## config.mk

```make
export PLATFORM = sky130hd
export DESIGN_NAME = ipid_frame_decoder
export DESIGN_NICKNAME = d
export VERILOG_FILES = /design/src/hw/boot_link_pkg.sv /design/src/hw/boot_id_pkg.sv /design/src/hw/ipid_frame_decoder.sv
export SDC_FILE = /design/constraint.sdc
export NUM_CORES = 2
export LEC_CHECK = 0
export ABC_CLOCK_PERIOD_IN_PS = 12750
export BUFFER_PORTS_ARGS = -buffer_cell sky130_fd_sc_hd__buf_2
export CAP_MARGIN = 20
export CORE_ASPECT_RATIO = 0.75
export CORE_MARGIN = 3
export CORE_UTILIZATION = 56
export DETAILED_ROUTE_END_ITERATION = 8
export PLACE_DENSITY_LB_ADDON = 0.08
export SKIP_CTS_REPAIR_TIMING = 1
export SYNTH_ARGS = -nofsm -noshare
export SYNTH_HDL_FRONTEND = slang
export SYNTH_SLANG_ARGS = --single-unit
```

## constraint.sdc

```tcl
create_clock -name clk -period 12.75 [get_ports clk]
set_input_delay 2.55 -clock clk [delete_from_list [all_inputs] [get_ports clk]]
set_output_delay 2.55 -clock clk [all_outputs]
set_load 0.03 [all_outputs]
```

## src/hw/boot_link_pkg.sv

```systemverilog
/* GPIO link protocol: request packet, read word layout, register select,
   frame markers and command words */
`default_nettype none

package boot_link_pkg;

    // GPIO register selected by a request
    typedef enum logic [5:0] {
        GPIO_ODATA = 6'h00,
        GPIO_IDATA = 6'h05
    } gpio_data_type_e;

    typedef struct packed {
        logic            access;
        logic            rw;       // High for a write
        gpio_data_type_e data_type;
        logic [31:0]     wr_data;
    } gpio_req_t;

    // Read register as seen from the controller
    typedef struct packed {
        logic [15:0] data;
        logic [1:0]  rsvd_hi;
        logic        strobe;       // One new word per cycle
        logic [4:0]  rsvd_mid;
        logic        wake_ack;
        logic [6:0]  rsvd_lo;
    } gpio_rword_t;

    localparam logic [15:0] FRAME_HEADER  = 16'h7A7A;
    localparam logic [15:0] FRAME_TRAILER = 16'hB9B9;
    localparam logic [31:0] WAKE_CMD      = 32'h0000_0040;
    localparam int          TRIGGER_BIT   = 12;  // ID index sits just below

endpackage

`default_nettype wire

```

## src/hw/boot_id_pkg.sv

```systemverilog
/* Chip identity widths, memory slots, SHA and memory request structs,
   boot sequencer states */
`default_nettype none

package boot_id_pkg;

    localparam int ID_W         = 256;
    localparam int WORDS_PER_ID = 16;
    localparam int MEM_ADDR_W   = 3;

    typedef enum logic [MEM_ADDR_W-1:0] {
        MCSE_ID_SLOT = 3'd0,
        IP_ID_SLOT   = 3'd1
    } mem_slot_e;

    typedef struct packed {
        logic                  wr_en;
        logic [MEM_ADDR_W-1:0] addr;
        logic [ID_W-1:0]       data;
    } mem_wr_t;

    typedef struct packed {
        logic              init;
        logic              next;
        logic [2*ID_W-1:0] block;  // Upper half is the higher ID
    } sha_req_t;

    typedef enum logic [3:0] {
        BOOT_INIT, MCSE_GEN, MCSE_STORE, BUS_WAKE, WAKE_WAIT,
        IPID_TRIGGER, IPID_RECEIVE, IPID_HASH, IPID_STORE, BOOT_DONE
    } boot_state_e;

endpackage

`default_nettype wire

```

## src/hw/ipid_frame_decoder.sv

```systemverilog
/* IP ID frame decoder: header, payload and trailer parsing of GPIO words,
   ID buffer with pair read port */
`timescale 1ns/10ps
`default_nettype none

module ipid_frame_decoder
    import boot_link_pkg::*;
    import boot_id_pkg::*;
#(
    parameter int IPID_COUNT = 16,
    localparam int IDX_W = $clog2(IPID_COUNT),
    localparam int PAIR_W = IDX_W - 1
) (
    input  logic                clk,
    input  logic                rst,
    input  gpio_rword_t         gpio_rdata,
    input  logic                listen,
    input  logic [IDX_W-1:0]    id_index,
    output logic                frame_ok,
    output logic                frame_bad,
    input  logic [PAIR_W-1:0]   pair_sel,
    output logic [2*ID_W-1:0]   pair_block
);

    localparam int WORD_W = ID_W / WORDS_PER_ID;
    localparam int CNT_W  = $clog2(WORDS_PER_ID);

    typedef enum logic [1:0] {PH_HEADER, PH_PAYLOAD, PH_TRAILER} frame_phase_e;

    frame_phase_e       phase;
    logic [CNT_W-1:0]   word_cnt;
    logic               word_vld;
    logic [ID_W-1:0]    id_buf [IPID_COUNT];

    assign word_vld = listen && gpio_rdata.strobe;

    always_ff @(posedge clk or negedge rst) begin
        if (!rst) begin
            phase     <= PH_HEADER;
            word_cnt  <= '0;
            frame_ok  <= 1'b0;
            frame_bad <= 1'b0;
        end else begin
            frame_ok  <= 1'b0;
            frame_bad <= 1'b0;
            if (!listen) begin
                phase    <= PH_HEADER;
                word_cnt <= '0;
            end else if (gpio_rdata.strobe) begin
                case (phase)
                    PH_HEADER: begin
                        if (gpio_rdata.data == FRAME_HEADER) phase <= PH_PAYLOAD;
                    end
                    PH_PAYLOAD: begin
                        word_cnt <= word_cnt + 1'b1;  // Wraps to zero on the last word
                        if (word_cnt == CNT_W'(WORDS_PER_ID - 1)) phase <= PH_TRAILER;
                    end
                    PH_TRAILER: begin
                        frame_ok  <= (gpio_rdata.data == FRAME_TRAILER);
                        frame_bad <= (gpio_rdata.data != FRAME_TRAILER);
                        phase     <= PH_HEADER;
                    end
                    default: phase <= PH_HEADER;
                endcase
            end
        end
    end

    // Most significant word arrives first
    always_ff @(posedge clk) begin
        if (word_vld && phase == PH_PAYLOAD) begin
            id_buf[id_index] <= {id_buf[id_index][ID_W-WORD_W-1:0], gpio_rdata.data};
        end
    end

    assign pair_block = {id_buf[{pair_sel, 1'b1}], id_buf[{pair_sel, 1'b0}]};

    // Target slot must not move while a frame is open
    a_index_steady: assert property (@(posedge clk) disable iff (!rst)
        (listen && phase != PH_HEADER) |=> $stable(id_index));

endmodule

`default_nettype wire

```

**Yosys cells after proc, flatten, opt, wreduce, memory -nomap -nowiden**

Memory sizes are Yosys's and may differ from the RTL's.
Cells that the tools add are included.

- Output and inout bits: 514
- Memory bits (read-only): 0
- Memories kept: 1
- Input bits: 42
- Word-level logic and storage cells: 37
- Bits in registers: 8
- Bits in latches: 0
- Memory bits (writable): 4096

- Equality and inequality tests: 10
- $add $sub $neg: 1
- $mul: 0
- Mux-type cells: 16
- Bitwise logic cells: 0
- Reduce and logical (&&, ||, !) cells: 5
- Shifts and indexed selects: 0
- Div/mod/pow operators: 0
- $lt $le $gt $ge: 0

Memories:

| memory | words | width | read ports | clocked after Yosys merged registers in | write ports | RTL line | RTL |
|---|---|---|---|---|---|---|---|
| id_buf | 16 | 256 | 3 | 0 | 1 | ipid_frame_decoder.sv:33 | `logic [ID_W-1:0] id_buf [IPID_COUNT];` |

Operators by type and width:

| cell | count |
|---|---|
| $eq 16x15->1 const B | 1 |
| $eq 16x16->1 const B | 1 |
| $ne 16x16->1 const B | 1 |
| $mux 4 | 3 |
| $mux 1 | 8 |
| $mux 2 | 4 |
| $ne 3x3->1 const B | 2 |
| $add 4x1->4 const B | 1 |
| $eq 4x4->1 const B | 1 |
| $pmux 2 s2 | 1 |
| $reduce_and 3->1 | 1 |
| $eq 2x1->1 const B | 1 |
| $eq 2x2->1 const B | 1 |
| $logic_and 1x1->1 | 2 |
| $logic_not 2->1 | 1 |
| $ne 2x1->1 const B | 1 |
| $ne 2x2->1 const B | 1 |
| $reduce_and 2->1 | 1 |

**Logic depth before layout (Yosys ltp)**

- Depth in word-level cells: 5
- Depth in mapped cells: 6
- Depth with buffers taken out: 5

**Worst setup path before layout**

No wires, ideal clock.

- Path type: input to register
- From: input id_index[0]
- To: memory id_buf[0][0], enable pin
- Path buffers: 3
- Data required time: 11.872 ns
- Stages: 5
- Data arrival time: 14.141 ns
- Setup time: 0.878 ns
- Slack: -2.269 ns
- Cell sequence: buf_2 -> buf_2 -> buf_1 -> or3_1 -> nor2_1

RTL lines:

| item | RTL line | RTL |
|---|---|---|
| from (decl) | ipid_frame_decoder.sv:18 | `input logic [IDX_W-1:0] id_index,` |
| to (decl) | ipid_frame_decoder.sv:33 |  |

Straight into the memory's write port.

**Worst setup path after layout**

- From: input pair_sel[0]
- To: output pair_block[451]

- Cells in the longest elaborated chain, start to end: 1

RTL lines:

| item | RTL line | RTL |
|---|---|---|
| from (decl) | ipid_frame_decoder.sv:21 | `input logic [PAIR_W-1:0] pair_sel,` |
| $mem_v2 16x256 | n/a |  |
| to (decl) | ipid_frame_decoder.sv:22 | `output logic [2*ID_W-1:0] pair_block` |

No other way between the ends.

==> flow_summary.json <==
{
  "layout_setup_ws_ns": 4.56,
  "r2r_end": "id_buf[4][113]",
  "tightest_slew_ns": 1.15,
  "slew_headroom_pct": 23.4,
  "grt_util_all_layers_pct": 30.3,
  "final_antenna_net_count": 0,
  "htree_levels": 5,
  "area.growth.synth_to_final_pct": 11.3,
  "wl_per_cell_um": 38.3,
  "vdd_ir_drop_max_mv": 0.118,
  "path_class": "in2out",
  "grt_pass1_vias": 96300,
  "synth_compound_area_share_pct": 2.00,
  "path_cells": "buf_12 > buf_12 > buf_4 > mux4_2 > mux2_2 > buf_2",
  "synthSimpleGateAreaFrac_pct": 0.662,
  "numCtsBuffers": 399,
  "cp.arrival_ns": 5.64,
  "syn_nets": 8034,
  "vias_per_cell": 7.16,
  "synth-seq-area-share_pct": 67.9,
  "cap_violations": 0,
  "cp_max_fo": 90,
  "critPathLaunch": "pair_sel[0]",
  "dp_hpwl_um": 275000,
  "grt_pass1_wl_um": 720000,
  "grt_max_degree": 135,
  "clock_sinks": 4104,
  "drtIter0Drc": 12100,
  "fmax_mhz": 122,
  "synth_xor_xnor_area_share_pct": 0.0145,
  "skew_ns": 0.0325,
  "ys_types": 34,
  "ys_seq_elements": 4104,
  "synth_top_family_by_area": "multiplexers",
  "synth.most_common_cell": "edfxtp_1",
  "dr.pass1.iters": 5,
  "worstReg2RegStart": "phase[1]",
  "place.gp.congestion": 0.789,
  "initial_core_util_pct": 56.4,
  "path_delay_family": "buffers and inverters",
  "syn_inst": 7991,
  "fp.dieW_um": 663,
  "yosysTopAreaCell": "edfxtp_1",
  "path_depth": 6,
  "place_ws_ns": 4.48,
  "endpoint_kind": "primary output",
  "crit_slowest_cell": "buf_12",
  "io_buffers": 540,
  "setup_viol": 0,
  "grt-ovfl-total": 0,
  "grt_antenna_before_repair": 12,
  "synth_mux_area_share_pct": 27.8,
  "core_um2": 322000,
  "crit_top_cell": "buf_12",
  "fin_crit_ns": 8.19,
  "die_area_um2": 331000,
  "cts_root_buffer": "clkbuf_16",
  "p_leak_nw": 63.4,
  "cp-endpoint": "pair_block[451]",
  "power.density_nw_per_um2": 146,
  "r2r_setup_slack_ns": 8.21,
  "synth_top_area_share_pct": 67.8,
  "avgSynthCellArea_um2": 22.7,
  "clock_latency_ns": 0.92,
  "rsz0062_at_grt": "false",
  "max_stage_delay_ns": 0.65,
  "status": "finished clean",
  "drv_slew": 0,
  "top_level_ports": 556,
  "rr_worst_depth": 7,
  "synthArstFlopShare_pct": 0.195,
  "clockBufferDepth": 4,
  "dieHeight_um": 499,
  "ys_warn_count": 0,
  "hold_slack_ns": 0.584,
  "nets": 8555,
  "synth_area_um2": 181000,
  "drc": 0,
  "finalCritPeriodShare_pct": 64.3,
  "ys_top_cells_by_area": "edfxtp_1 (68%), mux4_2 (25%), mux2_2 (3.2%)",
  "critPathBufInv": 4,
  "p_total_mw": 29.4,
  "numPlacedInstances": 12400,
  "fp-row-count": 180,
  "synth_edf_count": 4096,
  "clkTransAtPathRegs_ns": 0.06,
  "hp-class": "reg2reg",
  "fin_cells": 13100,
  "vias": 94000,
  "synth_ff_type": "edfxtp_1",
  "wl_um": 502000,
  "worst_ep_required_time_ns": 10.20,
  "cp-start-kind": "primary input",
  "synthAdderAreaFrac_pct": 0.00690,
  "final_hold_viol_count": 0,
  "drive_gt1_share_pct": 43.4,
  "cts_tree": "yes",
  "synth_common_cells": "edfxtp_1 (4096), mux4_2 (1984), mux2_2 (512)"
}
[sequential cells by signal, summed over array words and instances, names as in the netlist]
name / count
frame_ok: 1
word_cnt: 4
id_buf: 4096
frame_bad: 1
phase: 2
[metrics by stage]
| stage | TNS, ns | util, % | area, um^2 |
|---|---|---|---|
| 6_report | 0 | 62.8 | 202000 |
| 5_1_grt | 0 | 62.8 | 202000 |
| 4_1_cts | 0 | 62.8 | 202000 |
| 3_5_place_dp | 0 | 58.7 | 189000 |
| 3_3_place_gp | 0 | 58.7 | 189000 |
| 2_1_floorplan | -8993.97 | - | 181000 |
[kinds of logic after synthesis]
group                    count (synthesis)
flip-flops                            4104
multiplexers                          2497
buffers and inverters                  609
AO/OA/AOI/OAI                          483
AND/OR/NAND/NOR                        294
XOR/XNOR                                 3
adder cells (fa/ha/maj)                  1
[routing by layer]
| metal | track usage (%) | vias up | wire length [um] | part of all wire [%] |
|---|---|---|---|---|
| met5 | 0 | - | 0 | 0 |
| met4 | 9.75 | 0 | 17400 | 3.5 |
| met3 | 5.36 | 842 | 50100 | 10 |
| met2 | 47.5 | 5753 | 241000 | 48 |
| met1 | 44.3 | 50800 | 193000 | 39 |
| li1 | - | 36600 | - | - |
[worst reg2reg max path, cell delays in order, from the launching register on]
cell	delay [ns]
dfrtp_1	0.40
and3b_1	0.47
nand2_1	0.09
or3_1	0.48
nor2_4	0.15
buf_4	0.78
buf_4	0.88
buf_4	0.89
[placed cells by master (no fill, tap or decap), types with 4 or more instances in the layout]
| master | instances |
|---|---|
| clkinv_8 | 4 |
| mux4_2 | 1984 |
| nand2_1 | 243 |
| buf_4 | 142 |
| diode_2 | 12 |
| dfrtp_1 | 8 |
| edfxtp_1 | 4096 |
| buf_2 | 535 |
| mux2_2 | 512 |
| bufinv_16 | 51 |
| clkinvlp_4 | 27 |
| clkbuf_16 | 407 |
| a22oi_1 | 480 |
| nand4_1 | 4 |
| clkinv_2 | 84 |
| and2_1 | 4 |
| clkbuf_1 | 68 |
| buf_12 | 48 |
| nor2_4 | 17 |
| clkinv_1 | 65 |
| inv_6 | 8 |
[how the worst min path moves through the flow]
stage                   from  depth (start not counted)         to  slack, ns
floorplan           phase[0]                          2   phase[0]       0.52
global placement    phase[0]                          2   phase[0]       0.54
detailed placement  phase[1]                          2  frame_bad       0.57
CTS                 phase[1]                          2  frame_bad       0.58
global route        phase[1]                          2  frame_bad       0.61
finish              phase[1]                          2  frame_bad       0.58
[report_power, final]
group | leakage (nW) | total [mW] | switching [mW] | internal, mW
clock | 6.37 | 11.9 | 5.05 | 6.89
sequential | 37.1 | 15.1 | 0.000000734 | 15.1
combinational | 20.0 | 2.37 | 1.55 | 0.825
total | 63.4 | 29.4 | 6.60 | 22.8
[final cells by class]
cell class,count,area [um^2]
flip-flops and latches,4104,123000
fillers,21400,120000
multi-input cells,3278,55500
clock buffers,478,10500
well taps,4277,5350
repair buffers,728,4750
clock inverters,244,2590
diodes,12,30.0
inverters,1,3.75
Power figures use the tool's default switching activity.
