<file path="src/hw/boot_id_pkg.sv">
/* Chip identity widths, memory slots, SHA and memory request structs,
   boot sequencer states */
`default_nettype none

package boot_id_pkg;

    localparam int ID_W         = 256;
    localparam int WORDS_PER_ID = 16;
    localparam int MEM_ADDR_W   = 3;

    typedef enum logic [MEM_ADDR_W-1:0] {
        MCSE_ID_SLOT = 3'd0,
        IP_ID_SLOT   = 3'd1
    } mem_slot_e;

    typedef struct packed {
        logic                  wr_en;
        logic [MEM_ADDR_W-1:0] addr;
        logic [ID_W-1:0]       data;
    } mem_wr_t;

    typedef struct packed {
        logic              init;
        logic              next;
        logic [2*ID_W-1:0] block;  // Upper half is the higher ID
    } sha_req_t;

    typedef enum logic [3:0] {
        BOOT_INIT, MCSE_GEN, MCSE_STORE, BUS_WAKE, WAKE_WAIT,
        IPID_TRIGGER, IPID_RECEIVE, IPID_HASH, IPID_STORE, BOOT_DONE
    } boot_state_e;

endpackage

`default_nettype wire

</file>
<file path="src/hw/id_store_writer.sv">
/* Secure memory writer: one-cycle write of a slot, then a done pulse */
`timescale 1ns/10ps
`default_nettype none

module id_store_writer
    import boot_id_pkg::*;
(
    input  logic            clk,
    input  logic            rst,
    input  logic            store_req,
    input  mem_slot_e       store_slot,
    input  logic [ID_W-1:0] store_data,
    output logic            store_done,
    output mem_wr_t         mem_wr
);

    logic                  wr_en_q;
    logic [MEM_ADDR_W-1:0] addr_q;
    logic [ID_W-1:0]       data_q;

    always_ff @(posedge clk or negedge rst) begin
        if (!rst) begin
            wr_en_q    <= 1'b0;
            store_done <= 1'b0;
        end else begin
            wr_en_q    <= store_req;
            store_done <= wr_en_q;  // Write has landed
        end
    end

    always_ff @(posedge clk) begin
        if (store_req) begin
            addr_q <= store_slot;
            data_q <= store_data;
        end
    end

    assign mem_wr = '{wr_en: wr_en_q, addr: addr_q, data: data_q};

    // Holds only while requests stay single pulses
    a_wr_single: assert property (@(posedge clk) disable iff (!rst)
        mem_wr.wr_en |=> !mem_wr.wr_en);

endmodule

`default_nettype wire

</file>
<file path="config.mk">
export PLATFORM = sky130hd
export DESIGN_NAME = id_store_writer
export DESIGN_NICKNAME = d
export VERILOG_FILES = /design/src/hw/boot_id_pkg.sv /design/src/hw/id_store_writer.sv
export SDC_FILE = /design/constraint.sdc
export NUM_CORES = 1
export LEC_CHECK = 0
export BUFFER_PORTS_ARGS = -buffer_cell sky130_fd_sc_hd__buf_2
export CAP_MARGIN = 20
export CELL_PAD_IN_SITES_DETAIL_PLACEMENT = 1
export CELL_PAD_IN_SITES_GLOBAL_PLACEMENT = 1
export CORE_AREA = 2 2 205 207
export CTS_CLUSTER_SIZE = 8
export DETAILED_ROUTE_END_ITERATION = 10
export DIE_AREA = 0 0 207 209
export GPL_ROUTABILITY_DRIVEN = 0
export HOLD_SLACK_MARGIN = 0.15
export PLACE_DENSITY = 0.48
export SLEW_MARGIN = 20
export SYNTH_ARGS = -nofsm -noshare
export SYNTH_HDL_FRONTEND = slang
export SYNTH_SLANG_ARGS = --single-unit
</file>
<file path="constraint.sdc">
create_clock -name clk -period 0.9 [get_ports clk]
set_input_delay 0.135 -clock clk [delete_from_list [all_inputs] [get_ports clk]]
set_output_delay 0.135 -clock clk [all_outputs]
set_load 0.005 [all_outputs]
</file>
# Word-level counts from Yosys, hierarchy flattened
# Cells that the tools add are included.
# word_totals
reg_bits,261
latch_bits,0
ramBits,0
mem_bits_ro,0
input_bits,262
elab_cells,4
n_memories,0
# classes
addsub,0
mul,0
div,0
magnitude_cmp,0
eq_ne,0
shifts,0
n_mux,0
bitwise_logic,0
n_reduce_logical,0

# Depth between registers and ports, before layout
# Gate-level depths: netlist of run 1.
# depth
depth_word,0
depth_mapped,1
mapped_depth_nobuf,0

# Worst setup path before layout of run 1
# Ideal clock, no wire load.
# synth_timing
kind,reg2out
start,reg wr_en_q
end,out mem_wr[259] (netlist bit)
arrival_ps,476
setup_slack_ps,289
path_stages_with_launch,2
path_buffers,1
cell_sequence,dfrtp_1 buf_4
# synth_rtl
element,line_no,rtl
from (decl),id_store_writer.sv:17,logic wr_en_q;
from (signal assigned),id_store_writer.sv:26,wr_en_q <= store_req;
to (decl),id_store_writer.sv:14,output mem_wr_t mem_wr
# No word-level cell between the ends.

# Worst setup path in the final report of run 1
# layout_timing
start,reg data_q[182]
end,out mem_wr[182] (netlist bit)
# layout_rtl
element,line_no,rtl
from (decl),id_store_writer.sv:19,logic [ID_W-1:0] data_q;
from (signal assigned),id_store_writer.sv:34,data_q <= store_data;
# No word-level cell between the ends.

==> results of run 1 <==
## power by group through the flow
stage                     combinational [mW]  sequential (mW)  clock, mW
final                                   3.06             14.7       13.0
after global routing                    3.30             14.8       14.0
after CTS                               3.07             14.7       13.5
after detailed placement                2.14             14.9          0
after global placement                  2.12             14.9          0
after floorplan                      0.00354             15.1          0
## worst max path at each step
stage	from	end	cells past startpoint
6_report	data_q[182]$_DFFE_PP_	mem_wr[182]	1
5_1_grt	data_q[182]$_DFFE_PP_	mem_wr[182]	1
4_1_cts	data_q[192]$_DFFE_PP_	mem_wr[192]	1
3_5_place_dp	store_req	data_q[203]$_DFFE_PP_	2
3_3_place_gp	store_req	data_q[168]$_DFFE_PP_	2
2_1_floorplan	wr_en_q$_DFF_PN0_	mem_wr[259]	1
## state kept, by name (all words and copies together), names as in the netlist
name and flops:
store_done 1, wr_en_q 1, data_q 256, addr_q 3
## per-stage QoR
stage	hold slack [ns]	TNS [ns]	std cells	power (mW)	area, µm²
2_1_floorplan	-0.161	0	262	15.1	7840
3_3_place_gp	-0.0780	-8.52	1336	17.0	11300
3_5_place_dp	-0.0751	-9.39	1336	17.1	11300
4_1_cts	0.118	-77.81	1646	31.3	15000
5_1_grt	0.126	-82.94	1646	32.1	15000
6_report	0.154	-65.20	1646	30.8	15000
## area by class of cell
type | instances | area (µm²)
timing repair buffer | 798 | 5440
sequential | 261 | 7830
clock buffer | 48 | 1060
tap | 539 | 674
fill | 4376 | 26300
## metal layers
metal / global-route usage (%) / vias up / part of all wire [%]
li1: - / 2738 / -
met5: 0 / - / 0
met1: 14.0 / 2963 / 36
met2: 23.2 / 328 / 53
met4: 4.51 / 0 / 2.7
met3: 4.85 / 52 / 8.1
## cell usage after synthesis
master      n
edfxtp_1  259
buf_4       1
dfrtp_1     2
## logic make-up after synthesis
group | after synthesis | synth area share [%]
flip-flops | 261 | 99.9
buffers and inverters | 1 | 0.0959
## timing repair
action                                 CTS  global route
pin swaps                                0             0
setup endpoints to repair              261           266
gates resized for setup                  0             2
hold buffers                           262             1
endpoints found under the hold margin  442            74
==> flow_summary_export.csv, run 1 <==
group,metric,value,unit
sta,period_share,135,%
cells_and_area,layout_common_cells,"buf_2 (520), dlygate4sd3_1 (262), edfxtp_1 (259), clkbuf_16 (41)",
cells_and_area,synthToLayoutAreaGrowth,91.6,%
critical_path,critPathKind,"flop to output pin",
critical_path,path_buf_inv,1,
floorplan,die-area,43300,µm²
cells_and_area,multi_input_area,0,µm²
clock_tree,clock-sinks,261,
pwr,p_int,24.4,mW
floorplan,die_w,207,µm
sta,final.setup_skew,0.00551,ns
pwr,sw_frac_of_total,20.8,%
clock_tree,cts-buffers-inserted,38,
sta,drv_slew,0,
critical_path,r2r-start,"wr_en_q$_DFF_PN0_",
detailed_routing,finalWirelength,28500,µm
floorplan,fp-row-count,75,
clock_tree,cts_setup_buffers,0,
critical_path,slowest_stage,"edfxtp_1",
pwr,p_per_area,2050,nW/µm²
critical_path,r2r_end,"store_done$_DFF_PN0_",
cells_and_area,drive_gt1_share,52.2,%
job,maxCapViolCount,0,
sta,tightest_slew,0.265,ns
detailed_routing,viasPerCell,3.69,
logic_synthesis,yosys_warnings,0,
clock_tree,clock_path_buffers,3,
global_routing,grt_pass1_wl,42200,µm
global_routing,grt_max_degree,35,
critical_path,r2r_slack,0.42,ns
sta,fmax,823,MHz
sta,relSlewSlack,82.3,%
placement,dpl.hpwl,19600,µm
clock_tree,clkTransAtPathRegs,0.05,ns
worst_hold_path,hold_path.class,"input pin to flop",
outcome,violations,"negative setup slack",
logic_synthesis,synth_cell_types,3,
floorplan,die_h,209,µm
logic_synthesis,netlist.area_leader.share,99.3,%
sta,layout_setup_ws,-0.316,ns
critical_path,worstPathCellList,"buf_2",
sta,rsz0062_at_grt,"true",
pwr,switchingPower,6.39,mW
sta,setup_viol,266,
clock_tree,root_buffer,"clkbuf_16",
detailed_routing,first_pass_iters,5,
detailed_routing,drt_iter0_markers,214,
global_routing,antenna_found_initial,0,
critical_path,start_kind,"flop",
global_routing,grt_use_total,13.0,%
cells_and_area,multi_input_cells,0,
logic_synthesis,synth.net_count,524,
logic_synthesis,syn_avg_cell_area,29.9,µm²
critical_path,arrival,1.08,ns
outcome,outcome,"finished with violations",
clock_tree,cts_tree,"built",
pwr,seqPwrFrac,47.8,%
floorplan,core,41300,µm²
sta,period_needed,1.22,ns
worst_hold_path,hold_start,"store_req",
logic_synthesis,syn_inst,262,
global_routing,first_global_vias,6933,
pwr,pwr-share-clk,42.2,%
critical_path,crit_path_end_kind,"output pin",
logic_synthesis,ys_ff_latch,261,
critical_path,worstPathRequired,0.76,ns
pwr,p_leak,6.33,nW
pwr,vdd_ir_drop_max,1.46,mV
worst_hold_path,whs_path_depth,2,
logic_synthesis,synthTopCellsByArea,"edfxtp_1 (99%), dfrtp_1 (0.64%), buf_4 (0.096%)",
floorplan,start_util,19.0,%
global_routing,gr-total-overflow,0,
placement,pre_cts_slack,-0.0696,ns
critical_path,cp_top_family,"flip-flops",
critical_path,worstPathMaxFanout,1,
detailed_routing,antenna_left,0,
detailed_routing,drc,0,
pwr,power_frac_comb,9.9,%
floorplan,ios,523,
clock_tree,cts-htree-levels,2,
logic_synthesis,seq_area_frac_synth,99.9,%
logic_synthesis,synthesis.area,7840,µm²
critical_path,max_stage_delay,0.41,ns
worst_hold_path,holdPathEnd,"data_q[249]$_DFFE_PP_",
clock_tree,clkLatencyLatePin,0.52,ns
placement,portBuffers,522,
sta,hold_viol,0,
detailed_routing,via_count,6081,
cells_and_area,final_nets,1361,
cells_and_area,fin_util,36.3,%
detailed_routing,wl_per_cell,17.3,µm
cells_and_area,mostFrequentLayoutCell,"buf_2",
cells_and_area,antennaDiodeCount,0,
logic_synthesis,yosysTopAreaCell,"edfxtp_1",
critical_path,rr_worst_depth,0,
Power figures use the tool's default switching activity.
==> inputs of run 2 (changes only) <==
--- a/config.mk
+++ b/config.mk
@@ -9,13 +9,13 @@
 export CAP_MARGIN = 20
 export CELL_PAD_IN_SITES_DETAIL_PLACEMENT = 1
 export CELL_PAD_IN_SITES_GLOBAL_PLACEMENT = 1
-export CORE_AREA = 2 2 205 207
+export CORE_AREA = 2 2 202 204
 export CTS_CLUSTER_SIZE = 8
 export DETAILED_ROUTE_END_ITERATION = 10
-export DIE_AREA = 0 0 207 209
+export DIE_AREA = 0 0 204 206
 export GPL_ROUTABILITY_DRIVEN = 0
 export HOLD_SLACK_MARGIN = 0.15
-export PLACE_DENSITY = 0.48
+export PLACE_DENSITY = 0.51
 export SLEW_MARGIN = 20
 export SYNTH_ARGS = -nofsm -noshare
 export SYNTH_HDL_FRONTEND = slang
==> constraint.sdc (replaced) <==
create_clock -name clk -period 0.98 [get_ports clk]
set_input_delay 0.147 -clock clk [delete_from_list [all_inputs] [get_ports clk]]
set_output_delay 0.147 -clock clk [all_outputs]
set_load 0.005 [all_outputs]
==> flow_summary_export.csv, run 2 (same netlist as run 1, synthesis figures left out) <==
group,metric,value,unit
critical_path,start_kind,"flop",
cells_and_area,mostFrequentLayoutCell,"buf_2",
sta,drv_slew,0,
outcome,violations,"negative setup slack",
cells_and_area,regMostFlops,"data_q",
clock_tree,cts_tree,"built",
clock_tree,root_buffer,"clkbuf_16",
cells_and_area,drive_gt1_share,51.8,%
detailed_routing,via_count,6075,
sta,fmax,783,MHz
critical_path,path_buf_inv,1,
cells_and_area,fillers,4255,
critical_path,cp_top_family,"flip-flops",
detailed_routing,routedLengthMet1,10800,µm
sta,layout_setup_ws,-0.296,ns
clock_tree,clock_path_buffers,3,
critical_path,arrival,1.13,ns
detailed_routing,drc,0,
critical_path,crit_path_end_kind,"output pin",
global_routing,gr-total-overflow,0,
floorplan,fp-row-count,74,
global_routing,antenna_found_initial,5,
floorplan,die_h,206,µm
detailed_routing,first_pass_iters,6,
sta,relSlewSlack,73.3,%
pwr,seqPwrFrac,47.7,%
critical_path,worstPathMaxFanout,1,
critical_path,slowest_stage,"edfxtp_1",
clock_tree,clkLatencyLatePin,0.52,ns
cells_and_area,regArea,7830,µm²
pwr,switchingPower,5.98,mW
critical_path,max_stage_delay,0.43,ns
sta,final.setup_skew,0.000196,ns
floorplan,core,40200,µm²
floorplan,ios,523,
cells_and_area,multi_input_area,0,µm²
sta,period_needed,1.28,ns
pwr,p_per_area,1880,nW/µm²
floorplan,die-area,42000,µm²
clock_tree,clkTransAtPathRegs,0.05,ns
detailed_routing,viasPerCell,3.67,
sta,rsz0062_at_grt,"true",
clock_tree,cts-htree-levels,2,
pwr,pwr-share-clk,42.4,%
detailed_routing,highest_layer,"met5",
sta,holdWs,0.161,ns
cells_and_area,layout_common_cells,"buf_2 (518), dlygate4sd3_1 (266), edfxtp_1 (259), clkbuf_16 (41), buf_4 (11)",
detailed_routing,drt_iter0_markers,232,
clock_tree,cts-buffers-inserted,39,
cells_and_area,fin_cells,1655,
outcome,outcome,"finished with violations",
detailed_routing,met3WireLength,2480,µm
floorplan,die_w,204,µm
detailed_routing,finalWirelength,29200,µm
global_routing,first_global_vias,6790,
clock_tree,clock-sinks,261,
pwr,total_power,28.4,mW
pwr,vdd_ir_drop_max,1.60,mV
cells_and_area,largest_reg_flops,256,
placement,portBuffers,522,
detailed_routing,antenna_left,0,
pwr,power_frac_comb,10.0,%
critical_path,worstPathRequired,0.83,ns
critical_path,critPathKind,"flop to output pin",
pwr,p_leak,6.36,nW
cells_and_area,multi_input_cells,0,
critical_path,worstPathCellList,"buf_2",
global_routing,grt_use_total,13.2,%
cells_and_area,reg_top3,"data_q (256), addr_q (3)",
cells_and_area,final_nets,1368,
sta,hold_viol,0,
worst_hold_path,hold_path.class,"input pin to flop",
detailed_routing,wl_per_cell,17.7,µm
cells_and_area,synthToLayoutAreaGrowth,92.3,%
pwr,sw_frac_of_total,21.1,%
global_routing,grt_max_degree,40,
sta,setup_viol,289,
placement,dpl.hpwl,19400,µm
detailed_routing,dr_wl_met2,15400,µm
sta,tightest_slew,0.400,ns
sta,period_share,130,%
job,maxCapViolCount,0,
placement,dp_cells,1331,
floorplan,start_util,19.5,%
clock_tree,cts_setup_buffers,0,
global_routing,grt_pass1_wl,40900,µm
pwr,p_int,22.4,mW
==> run 2: changes by cell type in the layout (fill, tap and decap cells not counted), moves of 3 or more <==
cell           before  now
diode_2             0    4
dlygate4sd3_1     262  266
clkinv_1            0    3
buf_4               7   11
clkbuf_1            6    9
==> run 2: metrics by stage <==
step	util [%]	area, µm²	TNS (ns)	setup slack (ns)
global route	37.5	15100	-72.12	-0.361
detailed placement	28.1	11300	-5.26	-0.101
finish	37.5	15100	-56.77	-0.296
global placement	28.1	11300	-4.02	-0.0862
CTS	37.3	15000	-69.58	-0.339
floorplan	-	7840	0	0.357
==> run 2: layer usage <==
layer,vias up,global-route usage (%)
li1,2765,-
met1,2964,14.5
met2,302,23.3
met3,42,5.09
met4,2,4.68
met5,-,0
==> run 2: area by class of cell <==
type                  count  area share, %
timing repair buffer    804           36.4
clock inverter            4          0.108
antenna                   4         0.0664
tap                     532           4.42
sequential              261           52.0
clock buffer             50           7.03
==> run 2: what timing repair did <==
item,in CTS,in global routing
gates resized for setup,0,4
hold buffers,263,4
setup endpoints to repair,261,293
pin swaps,0,0
hold endpoints to repair,287,2
==> run 2: power by group through the flow <==
stage | registers, mW | clock network, mW | logic (mW)
detailed placement | 13.7 | 0 | 1.96
global placement | 13.7 | 0 | 1.95
finish | 13.5 | 12.0 | 2.83
CTS | 13.5 | 12.4 | 2.82
floorplan | 13.8 | 0 | 0.00325
global route | 13.6 | 13.0 | 3.06
==> run 2: path summary, 6_finish.rpt <==
check	start	to	slack, ns	depth (start not counted)
min in group asynchronous	rst	wr_en_q$_DFF_PN0_	0.50	3
worst max-delay path	data_q[25]$_DFFE_PP_	mem_wr[25]	-0.30	1
worst min-delay path	store_req	data_q[143]$_DFFE_PP_	0.16	2
worst min register to register	wr_en_q$_DFF_PN0_	store_done$_DFF_PN0_	0.38	0
worst max register to register	wr_en_q$_DFF_PN0_	store_done$_DFF_PN0_	0.49	0
max in group asynchronous	rst	store_done$_DFF_PN0_	0.36	3
