**src/hw/boot_id_pkg.sv**
```systemverilog
/* Chip identity widths, memory slots, SHA and memory request structs,
   boot sequencer states */
`default_nettype none

package boot_id_pkg;

    localparam int ID_W         = 256;
    localparam int WORDS_PER_ID = 16;
    localparam int MEM_ADDR_W   = 3;

    typedef enum logic [MEM_ADDR_W-1:0] {
        MCSE_ID_SLOT = 3'd0,
        IP_ID_SLOT   = 3'd1
    } mem_slot_e;

    typedef struct packed {
        logic                  wr_en;
        logic [MEM_ADDR_W-1:0] addr;
        logic [ID_W-1:0]       data;
    } mem_wr_t;

    typedef struct packed {
        logic              init;
        logic              next;
        logic [2*ID_W-1:0] block;  // Upper half is the higher ID
    } sha_req_t;

    typedef enum logic [3:0] {
        BOOT_INIT, MCSE_GEN, MCSE_STORE, BUS_WAKE, WAKE_WAIT,
        IPID_TRIGGER, IPID_RECEIVE, IPID_HASH, IPID_STORE, BOOT_DONE
    } boot_state_e;

endpackage

`default_nettype wire

```
**src/hw/ipid_hash_engine.sv**
```systemverilog
/* IP ID hash engine: feeds ID pairs to the SHA core with init/next strobes
   and captures the final digest */
`timescale 1ns/10ps
`default_nettype none

module ipid_hash_engine
    import boot_id_pkg::*;
#(
    parameter int IPID_COUNT = 16,
    localparam int PAIR_W = $clog2(IPID_COUNT) - 1
) (
    input  logic                clk,
    input  logic                rst,
    input  logic                hash_start,
    input  logic [2*ID_W-1:0]   pair_block,
    output logic [PAIR_W-1:0]   pair_sel,
    output sha_req_t            sha_req,
    input  logic                sha_ready,
    input  logic [ID_W-1:0]     sha_digest,
    output logic [ID_W-1:0]     digest,
    output logic                hash_done
);

    typedef enum logic [2:0] {H_IDLE, H_LOAD, H_STROBE, H_GAP, H_WAIT} hash_phase_e;

    hash_phase_e        phase;
    logic [2*ID_W-1:0]  block_q;
    logic               init_q;
    logic               next_q;
    logic               last_pair;

    assign last_pair = (pair_sel == PAIR_W'(IPID_COUNT / 2 - 1));
    assign sha_req   = '{init: init_q, next: next_q, block: block_q};

    always_ff @(posedge clk or negedge rst) begin
        if (!rst) begin
            phase     <= H_IDLE;
            pair_sel  <= '0;
            init_q    <= 1'b0;
            next_q    <= 1'b0;
            hash_done <= 1'b0;
        end else begin
            hash_done <= 1'b0;
            case (phase)
                H_IDLE: begin
                    if (hash_start) begin
                        pair_sel <= '0;
                        phase    <= H_LOAD;
                    end
                end
                H_LOAD: begin
                    init_q <= (pair_sel == '0);  // First block starts a new hash
                    next_q <= (pair_sel != '0);
                    phase  <= H_STROBE;
                end
                H_STROBE: begin
                    init_q <= 1'b0;
                    next_q <= 1'b0;
                    phase  <= H_GAP;
                end
                H_GAP: phase <= H_WAIT;  // Core drops ready here
                H_WAIT: begin
                    if (sha_ready && last_pair) begin
                        hash_done <= 1'b1;
                        phase     <= H_IDLE;
                    end else if (sha_ready) begin
                        pair_sel <= pair_sel + 1'b1;
                        phase    <= H_LOAD;
                    end
                end
                default: phase <= H_IDLE;
            endcase
        end
    end

    always_ff @(posedge clk) begin
        if (phase == H_LOAD) block_q <= pair_block;
        if (phase == H_WAIT && sha_ready && last_pair) digest <= sha_digest;
    end

    // A start while busy would be lost
    a_start_idle: assert property (@(posedge clk) disable iff (!rst)
        hash_start |-> phase == H_IDLE);

endmodule

`default_nettype wire

```
**config.mk**
```make
export PLATFORM = sky130hd
export DESIGN_NAME = ipid_hash_engine
export DESIGN_NICKNAME = d
export VERILOG_FILES = /design/src/hw/boot_id_pkg.sv /design/src/hw/ipid_hash_engine.sv
export SDC_FILE = /design/constraint.sdc
export NUM_CORES = 1
export LEC_CHECK = 0
export ABC_AREA = 1
export ABC_CLOCK_PERIOD_IN_PS = 33400
export BUFFER_PORTS_ARGS = -buffer_cell sky130_fd_sc_hd__buf_2
export CELL_PAD_IN_SITES_DETAIL_PLACEMENT = 0
export CELL_PAD_IN_SITES_GLOBAL_PLACEMENT = 1
export CORE_AREA = 2 2 597 599
export CTS_CLUSTER_DIAMETER = 120
export DETAILED_ROUTE_END_ITERATION = 12
export DIE_AREA = 0 0 599 601
export GPL_ROUTABILITY_DRIVEN = 0
export MAX_ROUTING_LAYER = met4
export PLACE_DENSITY_LB_ADDON = 0.1
export SYNTH_ARGS = -nofsm -noshare
export SYNTH_HDL_FRONTEND = slang
export SYNTH_SLANG_ARGS = --single-unit
```
**constraint.sdc**
```tcl
create_clock -name clk -period 33.4 [get_ports clk]
set_clock_uncertainty 0.15 [all_clocks]
set_input_delay 5.01 -clock clk [delete_from_list [all_inputs] [get_ports clk]]
set_output_delay 5.01 -clock clk [all_outputs]
set_load 0.02 [all_outputs]
```
* Word-level counts from Yosys, hierarchy flattened
Index checks and enable logic that the tools add are counted.
Storage, ports and cells: register bits after elaboration 777, latch bits 0, bits in writable memories 0, ROM bits 0, input port bits 772, output and inout port bits 774, word-level logic and storage cells 39, memories kept 0
Operators by class: add/subtract/negate cells 1, multipliers 0, divide/modulo/power cells 0, magnitude comparators 0, eq/ne operators 9, shifts and indexed selects 0, muxes and demuxes 12, bitwise logic cells 0, reductions and logical operators 10
Operator list (count):
- $mux W3 | 6
- $pmux W3 S5 | 1
- $eq A3 B2 Y1 const B | 2
- $eq A3 B3 Y1 const B | 2
- $logic_not A3 Y1 | 2
- $ne A2 B2 Y1 const B | 3
- $pmux W3 S2 | 1
- $pmux W1 S2 | 2
- $reduce_and A4 Y1 | 1
- $reduce_bool A2 Y1 | 2
- $add A3 B1 Y3 const B | 1
- $eq A3 B1 Y1 const B | 1
- $logic_and A1 B1 Y1 | 3
- $ne A3 B3 Y1 const B | 1
- $reduce_bool A3 Y1 | 1
- $mux W1 | 2
- $reduce_and A2 Y1 | 1

* Logic depth before layout (Yosys ltp)
Gate-level depths: netlist of run 1.
word-level depth 4, mapped depth 8, gate-level depth less buffers 8

* Worst setup path after synthesis of run 1
OpenSTA, ideal clock, no wires.
kind register to register, from register phase[2], to register init_q, setup time 159 ps, arrival time 23378 ps, data required time 33091 ps, path slack 9713 ps, stages on the path, launching flop included 6, buffers on the path 0, clock period less this slack 23687 ps, cell sequence dfrtp_1 -> inv_1 -> nand2_1 -> nor2_1 -> o21ai_1 -> nor2b_1
Between the ends: cells in the longest elaborated chain, start to end 2, elaborated cells on any way between the ends 4, classes of those cells 2 x eq/ne; 1 x mux; 1 x reduce/logical
Ends and longest elaborated chain:
- from (decl) | RTL line ipid_hash_engine.sv:26 | hash_phase_e phase;
- from (signal assigned) | RTL line ipid_hash_engine.sv:37 | phase <= H_IDLE;
- from (signal assigned) | RTL line ipid_hash_engine.sv:48 | phase <= H_LOAD;
- from (signal assigned) | RTL line ipid_hash_engine.sv:54 | phase <= H_STROBE;
- $eq A3 B2 Y1 / $eq A3 B1 Y1 (equally long branches) | RTL line ipid_hash_engine.sv:44 | case (phase)
- $pmux W1 S2 / $reduce_bool A2 Y1 (equally long branches)
- to (signal assigned) | RTL line ipid_hash_engine.sv:52 | init_q <= (pair_sel == '0);
- to (decl) | RTL line ipid_hash_engine.sv:28 | logic init_q;
Parallel ways exist; a longest one is shown, timed or not. A chain may end at the register's enable or synchronous reset.

* Final worst setup path of run 1
from input port sha_ready, to register digest[57], enable pin
Between the ends: cells in the longest elaborated chain, start to end 2
Ends and longest elaborated chain:
- from (decl) | RTL line ipid_hash_engine.sv:18 | input logic sha_ready,
- $logic_and A1 B1 Y1 (2 in series) | RTL line ipid_hash_engine.sv:78 | if (phase == H_WAIT && sha_ready && last_pair) digest <= sha_digest;
- to (signal assigned) | RTL line ipid_hash_engine.sv:78
- to (decl) | RTL line ipid_hash_engine.sv:20 | output logic [ID_W-1:0] digest,
Every way passes these cells.

==> results of run 1 <==
## sequential cells by signal, indices dropped and copies added, names as in the netlist
signal     cells
phase          3
digest       256
next_q         1
block_q      512
init_q         1
pair_sel       3
hash_done      1
## critical path, stage by stage
cell and delay (ns):
buf_2 0.11, nand3_1 0.14, nor3_2 0.58, buf_12 0.63, buf_4 0.64, buf_4 0.74
## worst paths after layout
kind | cells after the start | from | endpoint | slack, ns
max | 6 | sha_ready | digest[57] | 25.55
min | 2 | next_q | next_q | 0.39
max reg2reg | 7 | pair_sel[0] | digest[57] | 29.12
min reg2reg | 2 | next_q | next_q | 0.39
max in group asynchronous | 1 | rst | pair_sel[0] | 28.97
min in group asynchronous | 1 | rst | init_q | 3.92
## cells in the mapped netlist (all sizes together)
cell	number
edfxtp	768
nand2	15
dfrtp	9
inv	9
nor2	7
nand3	4
ha	3
o21ai	3
a21oi	2
buf	2
nor3	2
nand3b	1
nor2b	1
## kinds of logic (layout without fill, tap and decap cells)
group                    count (synthesis)  count (layout)
buffers and inverters                   11            1781
other                                    0              57
adder cells (fa/ha/maj)                  3               3
AND/OR/NAND/NOR                         30              30
AO/OA/AOI/OAI                            5               5
flip-flops                             777             777
## power by group through the flow
stage | logic, mW | clock network [mW] | registers (mW)
final | 0.792 | 1.28 | 1.43
after CTS | 0.842 | 1.36 | 1.44
after global routing | 0.849 | 1.38 | 1.45
after floorplan | 0.107 | 0 | 1.92
after detailed placement | 0.841 | 0 | 1.45
after global placement | 0.850 | 0 | 1.45
## layout make-up
| cell class | count | area, um^2 | area share, % |
|---|---|---|---|
| inverters | 9 | 33.8 | 0.0818 |
| multi-input cells | 38 | 211 | 0.512 |
| well taps | 4751 | 5940 | 14.4 |
| clock buffers | 147 | 3150 | 7.62 |
| clock inverters | 67 | 691 | 1.67 |
| repair buffers | 1558 | 7860 | 19.0 |
| flip-flops and latches | 777 | 23300 | 56.4 |
| diodes | 57 | 143 | 0.345 |
## per-stage QoR
| stage | cell area (um^2) | power (mW) | hold WS (ns) |
|---|---|---|---|
| 2_1_floorplan | 23500 | 2.02 | 0.350 |
| 3_3_place_gp | 37300 | 2.30 | 0.394 |
| 3_5_place_dp | 37300 | 2.29 | 0.393 |
| 4_1_cts | 41200 | 3.64 | 0.399 |
| 5_1_grt | 41300 | 3.68 | 0.415 |
| 6_report | 41300 | 3.50 | 0.393 |
## layer usage
| metal | track usage (%) | wire [um] |
|---|---|---|
| met4 | 1.80 | 4790 |
| met2 | 19.9 | 104000 |
| met5 | - | 0 |
| met1 | 10.7 | 68500 |
| met3 | 4.43 | 18800 |
==> impl_metrics.ini, run 1 <==
[grt]
grt_usage_pct = 10.8
grt_pass1_vias = 17200
grt_overflow = 0
grt_pass1_wl_um = 236000
antenna_found_initial = 232
grt_max_degree = 133

[timing]
slew_violations = 0
rsz0062_at_grt = no
timing_hold_violations_final = 0
slew-limit-headroom_pct = 21.3
setup_ws_ns = 25.55
setup_viol = 0
fin_crit_ns = 7.85
finalSetupTns_ns = 0
period_share_pct = 23.5
tightestPinTransition_ns = 1.18
max_freq_mhz = 127

[setup_path]
critPathMaxFanout = 132
cp-end-kind = flip-flop
worstSetupPathType = in2reg
cp.required_ns = 33.70
crit_arrival_ns = 8.15
startpoint_type = input port

[synthesis]
syn_avg_cell_area_um2 = 28.5
synth_top_area_cell = edfxtp_1
ys_warn_count = 0
ys_seq_elements = 777
synth_mux_area_share_pct = 0
synth_compound_gate_area_share_pct = 0.106
synth_top_family_by_area = simple AND/OR/NAND/NOR gates
synth_top_area_share_pct = 98.0
post_synth_xor_area_fraction_pct = 0
synthSimpleGateAreaFrac_pct = 0.579
ys_types = 16
ys_seq_area_share_pct = 98.9
syn_nets = 1601
synthTopCellsByArea = edfxtp_1 98%, dfrtp_1 0.96%, nand2_1 0.24%
synth_fa_ha_area_share_pct = 0.159
synth_cells = 826
syn-cell-area_um2 = 23500

[placed_design]
pre_cts_ws_ns = 24.65
dp_hpwl_um = 167000
portBuffers = 1545
placedCellCount = 7133

[layout]
area_delta_synth_final_pct = 75.5
layout.nets = 3280
mostFrequentLayoutCell = buf_2
fillers = 40300
final_util_pct = 11.7
drive_gt1_share_pct = 66.6
layout.cells.non_filler = 7404
final_cell_mix = 1545 x buf_2, 768 x edfxtp_1, 122 x clkbuf_16

[power]
comb_power_share_pct = 22.6
power.share.clock_pct = 36.5
p_per_area_nw_per_um2 = 84.8
ir_drop_uv = 49.1
seqPwrFrac_pct = 40.9
p_sw_mw = 1.23
p_sw_share_pct = 35.1
p_leak_nw = 15.4
p_int_mw = 2.28

[floorplanning]
die_y_um = 601
dieArea_um2 = 360000
rows = 219
die_x_um = 599
io_pins = 1546
coreArea_um2 = 354000
start_util_pct = 6.65

[run_status]
status = completed

[route]
wirelength_um = 196000
ant_nets = 0
vias_per_cell = 2.27
firstDrtPassIters = 5
post-route-drc-count = 0
vias = 16800
dr.first_iter.drc_count = 874
wl_per_cell_um = 26.5

[clock_network]
cts_tree = yes
clkSlewWorstSetupHoldPaths_ns = 0.06
cts_resized = 0
hold_buffers = 0
cts_buffers = 121
postCtsSetupRepairBufs = 0
clock-sinks = 777
clock_tree.root_cell = clkbuf_16
clk_latency_ns = 0.80
cts.path.max_buffers = 4
htreeDepth = 3

[run]
maxCapViolCount = 0

[min_path]
hp-class = reg2reg
Note: power is estimated with default switching activity, not from simulation.
==> run 2: changes to the inputs <==
--- a/config.mk
+++ b/config.mk
@@ -5,15 +5,15 @@
 export SDC_FILE = /design/constraint.sdc
 export NUM_CORES = 1
 export LEC_CHECK = 0
-export ABC_AREA = 1
-export ABC_CLOCK_PERIOD_IN_PS = 33400
+export ABC_AREA = 0
+export ABC_CLOCK_PERIOD_IN_PS = 6800
 export BUFFER_PORTS_ARGS = -buffer_cell sky130_fd_sc_hd__buf_2
 export CELL_PAD_IN_SITES_DETAIL_PLACEMENT = 0
 export CELL_PAD_IN_SITES_GLOBAL_PLACEMENT = 1
-export CORE_AREA = 2 2 597 599
+export CORE_AREA = 2 2 608 610
 export CTS_CLUSTER_DIAMETER = 120
 export DETAILED_ROUTE_END_ITERATION = 12
-export DIE_AREA = 0 0 599 601
+export DIE_AREA = 0 0 610 612
 export GPL_ROUTABILITY_DRIVEN = 0
 export MAX_ROUTING_LAYER = met4
 export PLACE_DENSITY_LB_ADDON = 0.1
==> constraint.sdc (replaced) <==
create_clock -name clk -period 6.8 [get_ports clk]
set_clock_uncertainty 0.15 [all_clocks]
set_input_delay 1.02 -clock clk [delete_from_list [all_inputs] [get_ports clk]]
set_output_delay 1.02 -clock clk [all_outputs]
set_load 0.02 [all_outputs]
==> run 2 against run 1 <==
  * Cell count increased by 1.1%
  * Count of clock-buffer cells in the layout up 4
  * Utilization decreased by 0.41 points
  * Via count decreased by 1.6%
  * Design area rose by 0.11%
  * First-iteration DRC count fell by 1.3%
  * Sequential share of layout area shrank 0.061 points
  * Combinational power rose to 4.6 times the previous value
  * Critical endpoint is now block_q[462]
  * Largest cell class unchanged
  * Largest power group unchanged
==> impl_metrics.ini, run 2 <==
[synthesis]
synth_cells = 824
syn_nets = 1599
ys_seq_elements = 777
synth_ff_type = edfxtp_1
synth_most_common_cell = edfxtp_1
synth_top_area_share_pct = 97.8
synth_async_sr_flop_share_pct = 1.16
synth_commonest_cells = 768 x edfxtp_1, 9 x dfrtp_1, 7 x nand3_1
syn_avg_cell_area_um2 = 28.6
synthTopCellsByArea = edfxtp_1 98%, dfrtp_1 0.96%, ha_1 0.16%
ys_warn_count = 0
synth_edf_count = 768
syn-cell-area_um2 = 23600
ys_types = 23
ys_seq_area_share_pct = 98.7
synth_top_area_cell = edfxtp_1

[clock_network]
cts_tree = yes
cts.path.max_buffers = 4
cts_resized = 0
clk_latency_ns = 0.81
clkSlewWorstSetupHoldPaths_ns = 0.06
cts_buffers = 122
postCtsSetupRepairBufs = 0
clock-sinks = 777
clock_tree.root_cell = clkbuf_16
htreeDepth = 3
hold_buffers = 1

[power]
comb_power_share_pct = 21.9
power.share.clock_pct = 36.8
p_per_area_nw_per_um2 = 404
p_sw_share_pct = 34.6
ir_drop_uv = 307
p_int_mw = 10.9
p_leak_nw = 15.2
p_sw_mw = 5.77
seqPwrFrac_pct = 41.4

[grt]
grt_pass1_wl_um = 232000
grt_usage_pct = 10.2
grt_max_degree = 150
grt_overflow = 0
antenna_found_initial = 244
grt_pass1_vias = 16900

[setup_path]
startpoint_type = flip-flop
crit_arrival_ns = 3.68
cp-end-kind = flip-flop
critPathMaxFanout = 149
worstSetupPathType = reg2reg
cp.required_ns = 7.11
reg2reg_slack_ns = 3.43
rr_worst_depth = 5

[layout]
largest_reg_flops = 512
largest_register = block_q
top_regs = block_q x512, digest x256
final_cell_mix = 1545 x buf_2, 768 x edfxtp_1, 122 x clkbuf_16
layout.cells.non_filler = 7482
fin_area_um2 = 41400
area_delta_synth_final_pct = 75.4
mostFrequentLayoutCell = buf_2
drive_gt1_share_pct = 66.4
layout.nets = 3272

[timing]
setup_ws_ns = 3.43
period_share_pct = 49.5
timing_hold_violations_final = 0
fin_crit_ns = 3.37
rsz0062_at_grt = no
slew-limit-headroom_pct = 35.1
slew_violations = 0
tightestPinTransition_ns = 0.974
setup_viol = 0
max_freq_mhz = 297
finalSetupTns_ns = 0

[placed_design]
dpl_cell_area_um2 = 37500
dp_hpwl_um = 166000
portBuffers = 1545
placedCellCount = 7209
pre_cts_ws_ns = 3.36

[route]
firstDrtPassIters = 5
ant_nets = 0
dr.first_iter.drc_count = 863
post-route-drc-count = 0
highest_layer = met4
wirelength_um = 194000
wl_met3_um = 20200
vias_per_cell = 2.21
wl_per_cell_um = 26.0
wl_met2_um = 103000
wl_met1_um = 65900
vias = 16500

[floorplanning]
coreArea_um2 = 367000
die_y_um = 612
dieArea_um2 = 373000
die_x_um = 610
start_util_pct = 6.42
rows = 223
io_pins = 1546

[min_path]
min_path_cells = 1
hp-class = in2reg

[run_status]
status = completed

[run]
maxCapViolCount = 0
## run 2: changes by cell type after synthesis, sizes merged, moves of 2 or more
cell | previous run | this run
nor2 | 7 | 5
nand3 | 4 | 7
nor3 | 2 | 0
o21ai | 3 | 6
inv | 9 | 4
nand2b | 0 | 3
nand2 | 15 | 3
buf | 2 | 5
## run 2: worst paths after layout
| kind | start | to |
|---|---|---|
| min in group asynchronous | rst | next_q |
| min reg2reg | init_q | init_q |
| max in group asynchronous | rst | pair_sel[2] |
| max reg2reg | phase[2] | block_q[462] |
| min | pair_block[124] | block_q[124] |
| max | phase[2] | block_q[462] |
## run 2: kinds of logic (layout without fill, tap and decap cells)
group	Yosys count	in the layout	share of synthesized area, %
adder cells (fa/ha/maj)	3	3	0.159
XOR/XNOR	1	1	0.0371
other	0	56	0
AO/OA/AOI/OAI	12	12	0.297
buffers and inverters	9	1774	0.217
flip-flops	777	777	98.7
AND/OR/NAND/NOR	22	22	0.541
## run 2: metrics by stage
stage               util, %  hold WS [ns]  power [mW]
floorplan                 -         0.321        8.84
global placement       10.2         0.392        10.9
detailed placement     10.2         0.377        10.8
CTS                    11.2        0.0603        17.3
global route           11.3         0.101        17.5
finish                 11.3         0.192        16.7
## run 2: area by class of cell
| type | instances | area [um^2] |
|---|---|---|
| antenna | 56 | 140 |
| clock buffer | 151 | 3160 |
| clock inverter | 65 | 561 |
| fill | 41700 | 326000 |
| inverter | 4 | 18.8 |
| multi-input combinational | 38 | 259 |
| sequential | 777 | 23300 |
| tap | 4837 | 6050 |
| timing repair buffer | 1554 | 7880 |
## run 2: worst max-delay path: stages, from the launching register on
cell        delay (ns)
dfrtp_1           0.56
nor2b_4           0.21
nand2b_1          0.12
clkinvlp_4        0.50
buf_12            0.34
buf_12            0.72
## run 2: layer usage
metal | track usage [%] | up-vias
met2 | 18.7 | 1187
met1 | 9.95 | 7987
li1 | - | 6847
met4 | 1.97 | 0
met3 | 4.58 | 490
met5 | - | -
## run 2: power groups by stage
stage	sequential (mW)	clock, mW	combinational, mW
2_1_floorplan	8.33	0	0.508
3_3_place_gp	7.02	0	3.87
3_5_place_dp	7.01	0	3.83
4_1_cts	6.94	6.51	3.83
5_1_grt	7.02	6.60	3.89
6_report	6.91	6.14	3.66
